## config.mk

```make
export PLATFORM = sky130hd
export DESIGN_NAME = residue_acc
export DESIGN_NICKNAME = d
export VERILOG_FILES = /design/src/common/residue_pkg.sv /design/src/common/acc_pkg.sv /design/src/residue/residue_add.sv /design/src/residue/residue_gen.sv /design/src/source/residue_acc_alu.sv /design/src/source/residue_acc.sv
export SDC_FILE = /design/constraint.sdc
export NUM_CORES = 1
export LEC_CHECK = 0
export ABC_AREA = 1
export BUFFER_PORTS_ARGS = -buffer_cell sky130_fd_sc_hd__buf_2
export CAP_MARGIN = 20
export CORE_MARGIN = 2
export CORE_UTILIZATION = 50
export DETAILED_ROUTE_END_ITERATION = 8
export PLACE_DENSITY = 0.77
export SLEW_MARGIN = 40
export SYNTH_ARGS = -nofsm -noshare
export SYNTH_HDL_FRONTEND = slang
export SYNTH_SLANG_ARGS = --single-unit
```

## constraint.sdc

```tcl
create_clock -name clk -period 5.1 [get_ports clk]
set_input_delay 0.765 -clock clk [delete_from_list [all_inputs] [get_ports clk]]
set_output_delay 0.765 -clock clk [all_outputs]
set_load 0.03 [all_outputs]
```

## src/common/residue_pkg.sv

```systemverilog
/*
 * Modulo-3 residue type and the constant functions that size the
 * residue generator tree and fold a carry or borrow into a residue
 */

package residue_pkg;

  // Two-bit residue modulo 3, where the pattern 3 is read as 0
  typedef logic [1:0] residue_t;

  // Ceiling base-2 logarithm, so res_logb2(4) is 2 and res_logb2(5) is 3
  function automatic int res_logb2(input int value);
    int result;
    result = 0;
    while ((1 << result) < value) begin
      result = result + 1;
    end
    return result;
  endfunction

  // Residue of two to the power of width
  // Powers of four are 1 mod 3, so only the parity of the width matters
  function automatic residue_t res_pow2(input int width);
    residue_t result;
    if ((width % 2) == 0) begin
      result = 2'd1;
    end else begin
      result = 2'd2;
    end
    return result;
  endfunction

endpackage : residue_pkg

```

## src/common/acc_pkg.sv

```systemverilog
/*
 * Accumulator opcodes and the default datapath width
 */

package acc_pkg;

  // -------------------------------------------------------------------
  // Datapath width
  // -------------------------------------------------------------------

  // The top level hands this down to every block as WIDTH
  localparam int ACC_WIDTH = 16;

  // -------------------------------------------------------------------
  // Opcodes
  // -------------------------------------------------------------------

  // One operation is taken per op_valid strobe
  // op_clear also drops both sticky error flags
  typedef enum logic [1:0] {
    op_load  = 2'd0,
    op_add   = 2'd1,
    op_sub   = 2'd2,
    op_clear = 2'd3
  } acc_op_e;

endpackage : acc_pkg

```

## src/residue/residue_add.sv

```systemverilog
/*
 * Modulo-3 adder for two 2-bit residues
 */

module residue_add
  import residue_pkg::*;
(
  input  residue_t a
, input  residue_t b
, output residue_t r
);

  residue_t a_norm;
  residue_t b_norm;
  logic [2:0] sum;

  // A pattern of 3 is congruent to 0, so fold it away before adding
  assign a_norm = (a == 2'd3) ? 2'd0 : a;
  assign b_norm = (b == 2'd3) ? 2'd0 : b;

  // Both operands are now 0..2, so the raw sum is at most 4
  assign sum = {1'b0, a_norm} + {1'b0, b_norm};

  // One conditional subtract of 3 brings the sum back into 0..2
  assign r = (sum >= 3'd3) ? residue_t'(sum - 3'd3) : residue_t'(sum);

  // The output must always be a legal residue whatever the inputs carry
  // Unknown inputs at start-up are not a design error
  always_comb begin
    r_legal_a: assert final ($isunknown({a, b}) || (r != 2'd3))
      else $error("residue_add produced the illegal residue 3");
  end

endmodule : residue_add

```

## src/residue/residue_gen.sv

```systemverilog
/*
 * Residue generator that reduces a WIDTH-bit word to its modulo-3
 * residue through a balanced tree of residue adders
 */

module residue_gen
  import residue_pkg::*;
#(
  parameter int WIDTH = 4
) (
  input  logic [WIDTH-1:0] a
, output residue_t         r
);

  // -------------------------------------------------------------------
  // Tree sizing
  // -------------------------------------------------------------------

  // The tree wants at least two pairs and a power-of-two width
  localparam int WIDTH_ADJ = (WIDTH < 4) ? 4 : WIDTH;
  localparam int WIDTH_PAD = 1 << res_logb2(WIDTH_ADJ);

  // Number of 2-bit leaves, which is also the widest level of the tree
  localparam int PAIRS = WIDTH_PAD / 2;

  // Level DEPTH holds the leaves and level 0 the final residue
  localparam int DEPTH = res_logb2(PAIRS);

  logic [WIDTH_PAD-1:0] a_pad;

  // One residue per slot per level
  // Level n only has 2**n live slots, the rest are tied to zero
  residue_t lvl_res [DEPTH:0][PAIRS-1:0];

  // Zero padding does not change the residue of the word
  always_comb begin
    a_pad            = '0;
    a_pad[WIDTH-1:0] = a;
  end

  // -------------------------------------------------------------------
  // Reduction tree
  // -------------------------------------------------------------------

  // Every 2-bit pair has weight 4**i, which is 1 mod 3, so the leaf
  // residues can simply be summed modulo 3
  for (genvar lev = 0; lev <= DEPTH; lev++) begin : g_lev
    for (genvar ix = 0; ix < PAIRS; ix++) begin : g_ix
      if (ix >= (1 << lev)) begin : g_tie
        // Slot is above the live width of this level
        assign lvl_res[lev][ix] = 2'd0;
      end else if (lev == DEPTH) begin : g_leaf
        // A pair of value 3 is already 0 mod 3
        assign lvl_res[lev][ix] = (a_pad[2*ix +: 2] == 2'd3) ? 2'd0 : a_pad[2*ix +: 2];
      end else begin : g_node
        // Combine two neighbours from the level below
        residue_add res_add (
          .a ( lvl_res[lev+1][2*ix]   )
        , .b ( lvl_res[lev+1][2*ix+1] )
        , .r ( lvl_res[lev][ix]       )
        );
      end
    end
  end

  assign r = lvl_res[0][0];

endmodule : residue_gen

```

## src/source/residue_acc_alu.sv

```systemverilog
/*
 * Accumulator ALU with the next value and a residue predicted from
 * the operand residues and the carry or borrow of the data path
 */

module residue_acc_alu
  import acc_pkg::*;
  import residue_pkg::*;
#(
  parameter int WIDTH = ACC_WIDTH
) (
  input  acc_op_e          op
, input  logic [WIDTH-1:0] acc
, input  residue_t         acc_res
, input  logic [WIDTH-1:0] operand
, input  residue_t         operand_res
, output logic [WIDTH-1:0] next_acc
, output residue_t         next_res
);

  // Residue of the 2**WIDTH that a carry drops or a borrow adds
  localparam residue_t POW2_RES = res_pow2(WIDTH);

  // Same quantity negated mod 3, used to take a carry back out
  localparam residue_t POW2_NEG = (POW2_RES == 2'd1) ? 2'd2 : 2'd1;

  // -------------------------------------------------------------------
  // Data path
  // -------------------------------------------------------------------

  logic [WIDTH:0] sum_ext;
  logic [WIDTH:0] diff_ext;
  logic           carry;
  logic           borrow;

  // One extra bit catches the carry out and the borrow
  assign sum_ext  = {1'b0, acc} + {1'b0, operand};
  assign diff_ext = {1'b0, acc} - {1'b0, operand};
  assign carry    = sum_ext[WIDTH];
  assign borrow   = diff_ext[WIDTH];

  // -------------------------------------------------------------------
  // Residue path
  // -------------------------------------------------------------------

  // The residue is only ever built from the stored and supplied residues,
  // never from the result bits, so an error in the adder shows up later
  // in the storage check
  residue_t opnd_res_adj;
  residue_t base_res;
  residue_t fix_res;
  residue_t arith_res;
  residue_t load_res;

  // Subtraction adds the negated operand residue, negation swaps 1 and 2
  always_comb begin
    opnd_res_adj = operand_res;
    if (op == op_sub) begin
      case (operand_res)
        2'd1:    opnd_res_adj = 2'd2;
        2'd2:    opnd_res_adj = 2'd1;
        default: opnd_res_adj = 2'd0;
      endcase
    end
  end

  // Wrap correction. A carry out removes 2**WIDTH from the true sum
  // and a borrow adds 2**WIDTH to the true difference
  always_comb begin
    fix_res = 2'd0;
    if ((op == op_add) && carry) begin
      fix_res = POW2_NEG;
    end else if ((op == op_sub) && borrow) begin
      fix_res = POW2_RES;
    end
  end

  residue_add res_sum (
    .a ( acc_res      )
  , .b ( opnd_res_adj )
  , .r ( base_res     )
  );

  residue_add res_fix (
    .a ( base_res  )
  , .b ( fix_res   )
  , .r ( arith_res )
  );

  // Keep a supplied pattern of 3 out of the stored residue
  assign load_res = (operand_res == 2'd3) ? 2'd0 : operand_res;

  // -------------------------------------------------------------------
  // Result select
  // -------------------------------------------------------------------

  always_comb begin
    next_acc = '0;
    next_res = 2'd0;
    case (op)
      op_load: begin
        next_acc = operand;
        next_res = load_res;
      end
      op_add: begin
        next_acc = sum_ext[WIDTH-1:0];
        next_res = arith_res;
      end
      op_sub: begin
        next_acc = diff_ext[WIDTH-1:0];
        next_res = arith_res;
      end
      default: begin
        // Clear leaves both at zero
        next_acc = '0;
        next_res = 2'd0;
      end
    endcase
  end

endmodule : residue_acc_alu

```

## src/source/residue_acc.sv

```systemverilog
/*
 * Residue-protected accumulator with its state registers, the input and
 * storage residue checkers, fault injection and sticky error flags
 */

module residue_acc
  import acc_pkg::*;
  import residue_pkg::*;
#(
  parameter int WIDTH = ACC_WIDTH
) (
  input  logic             clk
, input  logic             rst_n
, input  logic             op_valid
, input  acc_op_e          op
, input  logic [WIDTH-1:0] operand
, input  residue_t         operand_res
, input  logic             inj_flip
, output logic [WIDTH-1:0] acc
, output residue_t         acc_res
, output logic             err_in
, output logic             err_acc
);

  logic [WIDTH-1:0] next_acc;
  residue_t         next_res;
  logic [WIDTH-1:0] wr_acc;
  residue_t         wr_res;
  logic [WIDTH-1:0] flip_mask;
  residue_t         in_gen_res;
  residue_t         store_gen_res;
  residue_t         operand_res_norm;
  logic             clear_op;
  logic             in_mismatch;
  logic             acc_mismatch;

  // -------------------------------------------------------------------
  // Next state and storage
  // -------------------------------------------------------------------

  residue_acc_alu #(
    .WIDTH ( WIDTH )
  ) acc_alu (
    .op          ( op          )
  , .acc         ( acc         )
  , .acc_res     ( acc_res     )
  , .operand     ( operand     )
  , .operand_res ( operand_res )
  , .next_acc    ( next_acc    )
  , .next_res    ( next_res    )
  );

  // Without a strobe the register simply holds its value
  assign wr_acc = op_valid ? next_acc : acc;
  assign wr_res = op_valid ? next_res : acc_res;

  // Injection only touches bit 0 of the data, the residue goes in as is
  always_comb begin
    flip_mask    = '0;
    flip_mask[0] = inj_flip;
  end

  always_ff @(posedge clk or negedge rst_n) begin
    if (!rst_n) begin
      acc     <= '0;
      acc_res <= 2'd0;
    end else begin
      acc     <= wr_acc ^ flip_mask;
      acc_res <= wr_res;
    end
  end

  // -------------------------------------------------------------------
  // Residue checkers
  // -------------------------------------------------------------------

  // Input check, compares the operand with the residue it came with
  residue_gen #(
    .WIDTH ( WIDTH )
  ) input_gen (
    .a ( operand    )
  , .r ( in_gen_res )
  );

  // Storage check, runs on the held value every cycle
  residue_gen #(
    .WIDTH ( WIDTH )
  ) store_gen (
    .a ( acc           )
  , .r ( store_gen_res )
  );

  assign clear_op         = op_valid && (op == op_clear);
  assign operand_res_norm = (operand_res == 2'd3) ? 2'd0 : operand_res;

  // A clear does not use the operand, so its residue is not checked
  assign in_mismatch  = op_valid && (op != op_clear) && (in_gen_res != operand_res_norm);
  assign acc_mismatch = (store_gen_res != acc_res);

  // Sticky flags, and a clear beats a mismatch seen at the same edge
  always_ff @(posedge clk or negedge rst_n) begin
    if (!rst_n) begin
      err_in  <= 1'b0;
      err_acc <= 1'b0;
    end else if (clear_op) begin
      err_in  <= 1'b0;
      err_acc <= 1'b0;
    end else begin
      if (in_mismatch) begin
        err_in <= 1'b1;
      end
      if (acc_mismatch) begin
        err_acc <= 1'b1;
      end
    end
  end

  // -------------------------------------------------------------------
  // Assertions
  // -------------------------------------------------------------------

  // The stored residue is always one of the legal values 0, 1 or 2
  acc_res_legal_a: assert property (
    @(posedge clk) disable iff (!rst_n) acc_res != 2'd3
  ) else $error("Stored residue holds the illegal pattern 3");

  // A clear strobe leaves both flags low at the following cycle
  clear_drops_err_a: assert property (
    @(posedge clk) disable iff (!rst_n) clear_op |=> (!err_in && !err_acc)
  ) else $error("Error flags still set after op_clear");

  // A consistent pair stays consistent through any operation, as long as
  // nothing is injected and the operand residue is correct.
  // This ties the ALU residue prediction to the generator tree
  store_consistent_a: assert property (
    @(posedge clk) disable iff (!rst_n)
      (!inj_flip && !in_mismatch && !acc_mismatch) |=> !acc_mismatch
  ) else $error("Predicted residue disagrees with the stored value");

endmodule : residue_acc

```

==> results of run 1 <==
state kept, by name, indices dropped and copies added, names as in the netlist:
register	cells
err_acc	1
acc_res	2
err_in	1
acc	16
cell usage after synthesis (all sizes together) (3+ instances only):
cell type	number
xnor2	10
dfrtp	20
a211o	12
o21bai	5
clkbuf	3
nor3	3
nand3	61
o21ai	31
nand2	211
buf	14
mux2	6
nand4	8
xor2	10
nor2	90
fa	18
a21oi	24
inv	143
ha	68
layout make-up:
| cell class | count | share of cell area |
|---|---|---|
| clock inverter | 1 | 0.00514 |
| sequential | 20 | 0.0856 |
| inverter | 145 | 0.0944 |
| tap | 129 | 0.0276 |
| multi-input combinational | 573 | 0.645 |
| clock buffer | 3 | 0.00706 |
| timing repair buffer | 114 | 0.136 |
placed cells by master, fill, tap and decap left out, types with 18 or more instances in the layout:
master   instances
nand2_1        199
inv_1          132
nand3_1         58
ha_1            54
o21ai_0         18
a21oi_1         21
nor2_1          69
buf_4           72
dfrtp_1         20
buf_2           36
metrics by stage:
step / hold slack [ns] / setup TNS [ns] / setup slack, ns / util
finish: 0.435 / -0.224 / -0.224 / 0.632
global route: 0.480 / -0.705 / -0.446 / 0.632
CTS: 0.451 / -0.253 / -0.253 / 0.611
detailed placement: 0.542 / -0.667 / -0.601 / 0.594
global placement: 0.530 / -0.447 / -0.447 / 0.594
floorplan: 0.469 / -0.175 / -0.175 / -
report_power, final:
group          leakage (uW)  switching (uW)  internal, uW  total (uW)
logic               0.00316            1960          1710        3670
clock network     0.0000357            56.9           105         162
registers          0.000253            26.5           195         221
total               0.00345            2040          2000        4050
final timing paths:
check / endpoint / cells past startpoint / slack [ns] / startpoint
hold reg to reg: acc[2] / 2 / 0.55 / acc[2]
setup / recovery: err_in / 25 / -0.22 / operand[14]
max in group asynchronous: acc[15] / 1 / 4.33 / rst_n
setup reg to reg: err_acc / 23 / 0.03 / acc[8]
min in group clk: acc[2] / 2 / 0.55 / acc[2]
hold / removal: acc[1] / 1 / 0.43 / rst_n
what timing repair did:
| item | 4_1_cts | 5_1_grt |
|---|---|---|
| gates cloned | 0 | 0 |
| setup buffers | 3 | 4 |
| hold buffers | 0 | 0 |
| resized for setup | 23 | 51 |
| setup endpoints to repair | 2 | 2 |
| pin swaps | 16 | 41 |
worst reg2reg max path: stages, from the launching register on:
cell and delay (ns):
dfrtp_1 0.39, inv_1 0.09, nor2_2 0.04, ha_1 0.20, fa_1 0.48, ha_1 0.20
a211o_1 0.29, xor2_2 0.20, inv_1 0.06, nor2_1 0.04, ha_1 0.21, fa_1 0.46
ha_1 0.20, a211o_1 0.28, mux2_4 0.33, nor2_4 0.10, ha_2 0.18, fa_1 0.42
ha_1 0.19, nor2_1 0.09, nand2_1 0.08, mux2i_1 0.19, xor2_1 0.17, a31oi_1 0.09
logic make-up (layout without fill, tap and decap cells):
family | count (synthesis) | after routing
buffers and inverters | 162 | 263
DFF | 20 | 20
muxes | 7 | 7
xor gates and xnor gates | 20 | 20
adders and majority gates | 86 | 86
and+or+nand+nor | 377 | 377
AOI/OAI and AO/OA | 83 | 83
layer usage:
layer,vias up,global-route usage,wire length (um)
li1,2579,-,-
met1,2307,0.339,5870
met2,129,0.426,6070
met3,16,0.00897,560
met4,0,0.0561,216
met5,-,0,0
==> impl_metrics.toml, run 1 <==
[timing]
finalCritPeriodShare = 1.04
fin_crit_ns = 5.32
max_clock_freq_ghz = 0.188
finalClockSkew_ns = 0.00761
hold_viol = 0
finalWorstSetupSlack_ns = -0.224
setup_viol = 1
rsz0062_at_grt = "true"
slew_viol_final = 0
worst-slew-pin-transition_ns = 0.849
max_slew_margin = 0.434

[place]
routabilityCongestion = 0.921
dp.final_hpwl_mm = 10.1
portBuffers = 43
place_inst = 974
dpl_cell_area_mm2 = 0.00549

[synthesis]
avgSynthCellArea_um2 = 6.33
synth_cells = 755
synth_xor_area_frac = 0.0366
syn_area_mm2 = 0.00478
synth_top_family_by_area = "simple AND/OR/NAND/NOR gates"
ys_warn_count = 0
syn_nets = 865
synth.largest_area_cell = "ha_1"
ys_seq_area_frac = 0.105
synth.top_cell.area_share = 0.178
synthTopCellsByArea = "ha_1, nand2_1, inv_1, dfrtp_1, fa_1"
synth_mux_area_frac = 0.0162
synthAdderAreaFrac = 0.253
ys_ff_latch = 20
synth-simple-area-share = 0.332
synth_edf_count = 0
ys_types = 45
ys_async_sr_fraction = 1.00
synthFlopType = "dfrtp_1"
synth_compound_area_frac = 0.113

[setup_path]
critPathRequiredTime_ns = 5.26
critPathKind = "in -> reg"
worst_path_max_delay_cell = "fa_1"
start_kind = "input port"
cpMostUsedCell = "ha_2"
slowest_delay_ns = 0.48
arrival_ns = 5.48
endpoint_kind = "flop"
path_buf_inv = 2
path_max_fanout = 3
path_delay_family = "adder cells"

[global_route]
grt_pass1_wl_mm = 20.4
groute.usage.overall = 0.245
grt_pass1_vias = 4649
overflow = 0
grt_max_degree = 21
grt_antenna_before_repair = 0

[floorplanning]
fp.dieH_um = 102
fp-row-count = 35
die_x_um = 102
start_util = 0.517
core_mm2 = 0.00924
die-area_mm2 = 0.0104
io_pins = 44

[drt]
first_pass_iters = 5
wl_mm = 12.7
routed-via-count = 5031
wire_per_inst_um = 12.9
ant_nets = 0
vias_per_cell = 5.11
drt_iter0_markers = 216
drc = 0

[layout]
drive_above_1_share = 0.231
multiInputGateArea_mm2 = 0.00377
seq_area_um2 = 500
antenna-diode-count = 0
post-route-cell-area_mm2 = 0.00584
syn_to_final_growth_pct = 22.2
nFillCells = 804
stdcell_count = 985
final_nets = 967

[power_and_ir_drop]
leakagePower_uw = 0.00345
p_total_uw = 4050
vdd.ir_drop.worst_v = 0.00226
powerDensity_mw_per_mm2 = 693

[hold_path]
hold_class = "in -> async"

[clock_tree]
clkSlewWorstSetupHoldPaths_ns = 0.08
cts.sinks = 20
cts_tree = "built"
cts-root-buf = "clkbuf_8"
cts_made_buffers = 3
insertion_delay_ns = 0.27
h-tree-depth = 1
cts_buffer_depth = 2

[status]
outcome = "finished with violations"
violations = "negative setup slack"

[run]
drv_cap = 0
(Power assumes the default switching activity.)
==> run 2, diff against run 1 <==
- CORE_MARGIN: 2 -> 3
==> impl_metrics.toml, run 2 (synthesized netlist as in run 1, its figures left out) <==
[setup_path]
cp-startpoint = "operand[13]"
path_buf_inv = 2
critPathKind = "in -> reg"
worst_path_max_delay_cell = "fa_1"
start_kind = "input port"
r2r-start = "acc[5]"
slowest_delay_ns = 0.47
arrival_ns = 5.61
path_delay_family = "adder cells"
critPathRequiredTime_ns = 5.26
path_max_fanout = 3
cpMostUsedCell = "ha_2"
endpoint_kind = "flop"

[timing]
worst-slew-pin-transition_ns = 0.834
max_slew_margin = 0.444
finalClockSkew_ns = 0.00902
finalWorstSetupSlack_ns = -0.352
slew_viol_final = 0
max_clock_freq_ghz = 0.183
hold_viol = 0
rsz0062_at_grt = "true"
finalCritPeriodShare = 1.07
fin_crit_ns = 5.45
setup_viol = 2

[floorplanning]
die-area_mm2 = 0.0108
core_mm2 = 0.00928
fp-row-count = 35
die_x_um = 104
fp.dieH_um = 104
io_pins = 44
start_util = 0.515

[place]
dp.final_hpwl_mm = 10.3
routabilityCongestion = 0.955
place_inst = 975
portBuffers = 43
dpl_worst_slack_ns = -0.538

[drt]
vias_per_cell = 5.13
first_pass_iters = 5
wl_mm = 13.2
wire_per_inst_um = 13.3
ant_nets = 0
drt_iter0_markers = 278
routed-via-count = 5104
drc = 0

[layout]
nFillCells = 839
antenna-diode-count = 0
reg_top3 = "acc: 16 flops, acc_res: 2 flops"
top_register = "acc"
final_common_cell = "nand2_1"
final_nets = 976
syn_to_final_growth_pct = 24.5
largest_reg_flops = 16
stdcell_count = 994
drive_above_1_share = 0.255
layout_common_cells = "nand2_1, inv_1, buf_4, nor2_1, nand3_1"

[global_route]
overflow = 0
groute.usage.overall = 0.238
gr-usage-met3 = 0.0137
use_met2 = 0.429
grt_max_degree = 21
globalRouteMet1Util = 0.314
busiest_layer = "met2"
grt_antenna_before_repair = 0
grt_pass1_vias = 4906
grt_pass1_wl_mm = 21.7

[clock_tree]
h-tree-depth = 1
cts_buffer_depth = 2
clkSlewWorstSetupHoldPaths_ns = 0.08
cts_made_buffers = 3
cts_tree = "built"
insertion_delay_ns = 0.26
cts.sinks = 20
cts-root-buf = "clkbuf_8"

[hold_path]
hold_class = "in -> async"

[status]
outcome = "finished with violations"
violations = "negative setup slack"

[power_and_ir_drop]
powerDensity_mw_per_mm2 = 765
vdd.ir_drop.worst_v = 0.00298
leakagePower_uw = 0.00349

[run]
drv_cap = 0
run 2: changes by cell type in the layout (fill, tap and decap cells not counted), moves of 2 or more:
cell,before,now
buf_2,36,39
buf_4,72,80
buf_6,5,2
ha_1,54,48
ha_2,12,18
mux2_2,3,1
mux2_4,3,5
nor2_1,69,64
nor2_2,14,22
nor2_4,7,4
xor2_1,8,6
xor2_2,2,4
run 2: worst reg2reg max path, cell delays in order (launching register included):
cell and delay [ns]:
dfrtp_1 0.42, nor2_1 0.14, ha_2 0.19, fa_1 0.47
ha_2 0.20, a211o_1 0.27, mux2_4 0.33, nor2_2 0.10
ha_2 0.19, fa_1 0.46, ha_2 0.19, a211o_1 0.33
xor2_2 0.22, inv_2 0.07, nor2_4 0.10, ha_4 0.14
fa_1 0.44, ha_2 0.19, nor2_1 0.09, nand2_1 0.08
mux2i_1 0.18, xor2_1 0.17, a31oi_1 0.09
run 2: cell type report:
type                       count  area [um2]  share of cell area
multi-input combinational    573        3820               0.642
timing repair buffer         123         848               0.143
inverter                     145         552              0.0927
sequential                    20         500              0.0841
tap                          129         161              0.0271
clock buffer                   3        41.3             0.00694
clock inverter                 1        30.0             0.00505
run 2: worst paths after layout:
path / end / depth (start not counted) / slack [ns]
max in group asynchronous: acc_res[1] / 1 / 4.35
min in group clk: err_in / 2 / 0.55
worst min register to register: err_in / 2 / 0.55
worst max register to register: err_acc / 22 / -0.06
worst max-delay path: err_in / 25 / -0.35
worst min-delay path: acc_res[0] / 1 / 0.44
run 2: power by group:
part	switching [uW]	leakage [uW]	internal (uW)	total (uW)
logic	2210	0.00320	1960	4170
registers	28.1	0.000253	195	223
clock network	55.3	0.0000357	105	160
total	2300	0.00349	2260	4550
run 2: per-stage QoR:
| step | TNS, ns | util | area, um2 | total power, uW | hold WS (ns) |
|---|---|---|---|---|---|
| 4_1_cts | -0.254 | 0.617 | 5730 | 4120 | 0.454 |
| 2_1_floorplan | -0.175 | - | 4780 | 2710 | 0.469 |
| 3_5_place_dp | -0.580 | 0.592 | 5500 | 3560 | 0.546 |
| 6_report | -0.413 | 0.641 | 5950 | 4550 | 0.438 |
| 3_3_place_gp | -0.482 | 0.592 | 5500 | 3470 | 0.535 |
| 5_1_grt | -0.862 | 0.641 | 5950 | 5040 | 0.470 |
run 2: repair_timing:
| action | CTS | global route |
|---|---|---|
| setup endpoints to repair | 2 | 3 |
| hold buffers | 0 | 0 |
| cloned | 0 | 0 |
| pin swaps | 29 | 33 |
| gates resized for setup | 35 | 51 |
| buffers inserted | 9 | 6 |
run 2: layer usage:
| metal | share of wire | routed length (um) |
|---|---|---|
| met2 | 0.50 | 6650 |
| met5 | 0 | 0 |
| met3 | 0.049 | 649 |
| met4 | 0.016 | 217 |
| met1 | 0.43 | 5680 |
==> run 3, diff against run 2 <==
- BUFFER_PORTS_ARGS: -buffer_cell sky130_fd_sc_hd__buf_2 -> -buffer_cell sky130_fd_sc_hd__buf_4
==> impl_metrics.toml, run 3 (synthesized netlist as in run 1, its figures left out) <==
[layout]
reg_top3 = "acc: 16 flops, acc_res: 2 flops"
antenna-diode-count = 0
syn_to_final_growth_pct = 24.0
final_common_cell = "nand2_1"
utilization = 0.639
final_nets = 968
seq_area_um2 = 500
nFillCells = 847
stdcell_count = 986
layout_common_cells = "nand2_1, inv_1, buf_4, nor2_1, nand3_1"
post-route-cell-area_mm2 = 0.00593
largest_reg_flops = 16
top_register = "acc"
multiInputGateArea_mm2 = 0.00378
drive_above_1_share = 0.244

[clock_tree]
cts_made_buffers = 3
cts-root-buf = "clkbuf_8"
insertion_delay_ns = 0.25
h-tree-depth = 1
cts_buffer_depth = 2
cts.sinks = 20
postCtsHoldBufs = 0
clkSlewWorstSetupHoldPaths_ns = 0.08
cts_tree = "built"

[timing]
finalWorstSetupSlack_ns = -0.247
hold_viol = 0
setup_viol = 2
worst-slew-pin-transition_ns = 0.818
fin_crit_ns = 5.35
max_clock_freq_ghz = 0.187
finalClockSkew_ns = 0.00345
finalCritPeriodShare = 1.05
max_slew_margin = 0.454
rsz0062_at_grt = "true"
slew_viol_final = 0

[status]
violations = "negative setup slack"
outcome = "finished with violations"

[floorplanning]
io_pins = 44
start_util = 0.515
fp-row-count = 35
die-area_mm2 = 0.0108
core_mm2 = 0.00928
fp.dieH_um = 104
die_x_um = 104

[drt]
met1Wirelength_mm = 5.74
wl_mm = 13.5
drc = 0
routed-via-count = 5033
first_pass_iters = 5
wl_met3_um = 665
drt_iter0_markers = 190
vias_per_cell = 5.10
wire_per_inst_um = 13.6
ant_nets = 0
routed.top_layer = "met4"
met2_length_mm = 6.72

[global_route]
overflow = 0
grt_pass1_vias = 5057
grt_max_degree = 21
grt_pass1_wl_mm = 22.4
grt_antenna_before_repair = 0
groute.usage.overall = 0.246

[hold_path]
hold_class = "in -> async"

[place]
dp.final_hpwl_mm = 11.1
dpl_cell_area_mm2 = 0.00562
place_inst = 976
portBuffers = 43
routabilityCongestion = 0.969
dpl_worst_slack_ns = -0.736

[setup_path]
endpoint_kind = "flop"
path_max_fanout = 3
critPathKind = "in -> reg"
start_kind = "input port"
arrival_ns = 5.50
critPathRequiredTime_ns = 5.25

[run]
drv_cap = 0
-- run 3: final timing paths --
check,start,slack (ns),endpoint,cells after the start
setup / recovery,operand[6],-0.25,err_in,27
hold / removal,rst_n,0.38,acc[14],1
setup reg to reg,acc[4],-0.11,err_acc,24
hold reg to reg,acc[6],0.56,acc[6],2
max in group asynchronous,rst_n,4.50,acc[8],1
min in group clk,acc[6],0.56,acc[6],2
-- run 3: final cells by class --
cell class / count / share of cell area
Multi-Input combinational cell: 573 / 0.638
Timing Repair Buffer: 115 / 0.146
Inverter: 145 / 0.0918
Sequential cell: 20 / 0.0844
Tap cell: 129 / 0.0272
Clock buffer: 3 / 0.00696
Clock inverter: 1 / 0.00507
-- run 3: through the flow --
step / setup TNS, ns / hold slack (ns)
2_1_floorplan: -0.175 / 0.469
3_3_place_gp: -0.460 / 0.525
3_5_place_dp: -0.870 / 0.537
4_1_cts: -0.334 / 0.387
5_1_grt: -0.750 / 0.384
6_report: -0.359 / 0.377
-- run 3: worst max-delay path, cell delays in order --
cell and delay (ns):
buf_4 0.12, inv_1 0.07, nor2_1 0.05, ha_2 0.17, fa_1 0.49, ha_2 0.20, a211o_1 0.31, mux2_4 0.32
nor2_2 0.09, ha_2 0.17, fa_1 0.44, ha_2 0.20, a211o_1 0.32, xor2_2 0.17, inv_1 0.07, nor2_2 0.09
ha_2 0.18, fa_1 0.43, ha_2 0.20, nor2_2 0.08, o21ai_2 0.09, nand2_1 0.08, o21ai_2 0.07, a21oi_2 0.14
o21ai_1 0.08, nand2_1 0.05, o21ai_1 0.06
-- run 3: layer usage --
metal  up-vias  global-route usage
met3        28              0.0318
li1       2569                   -
met2       125               0.439
met1      2311               0.313
met4         0              0.0693
met5         -                   0
-- run 3: repair_timing --
action	4_1_cts	5_1_grt
pin swaps	33	32
gates resized for setup	33	35
setup endpoints to repair	2	2
hold endpoints to repair	0	0
buffers inserted	5	1
cloned	0	0
Power of run 3 is left out: the tool's default activity adds up to more than one toggle a clock period on the data nets, which glitch-free logic cannot reach.
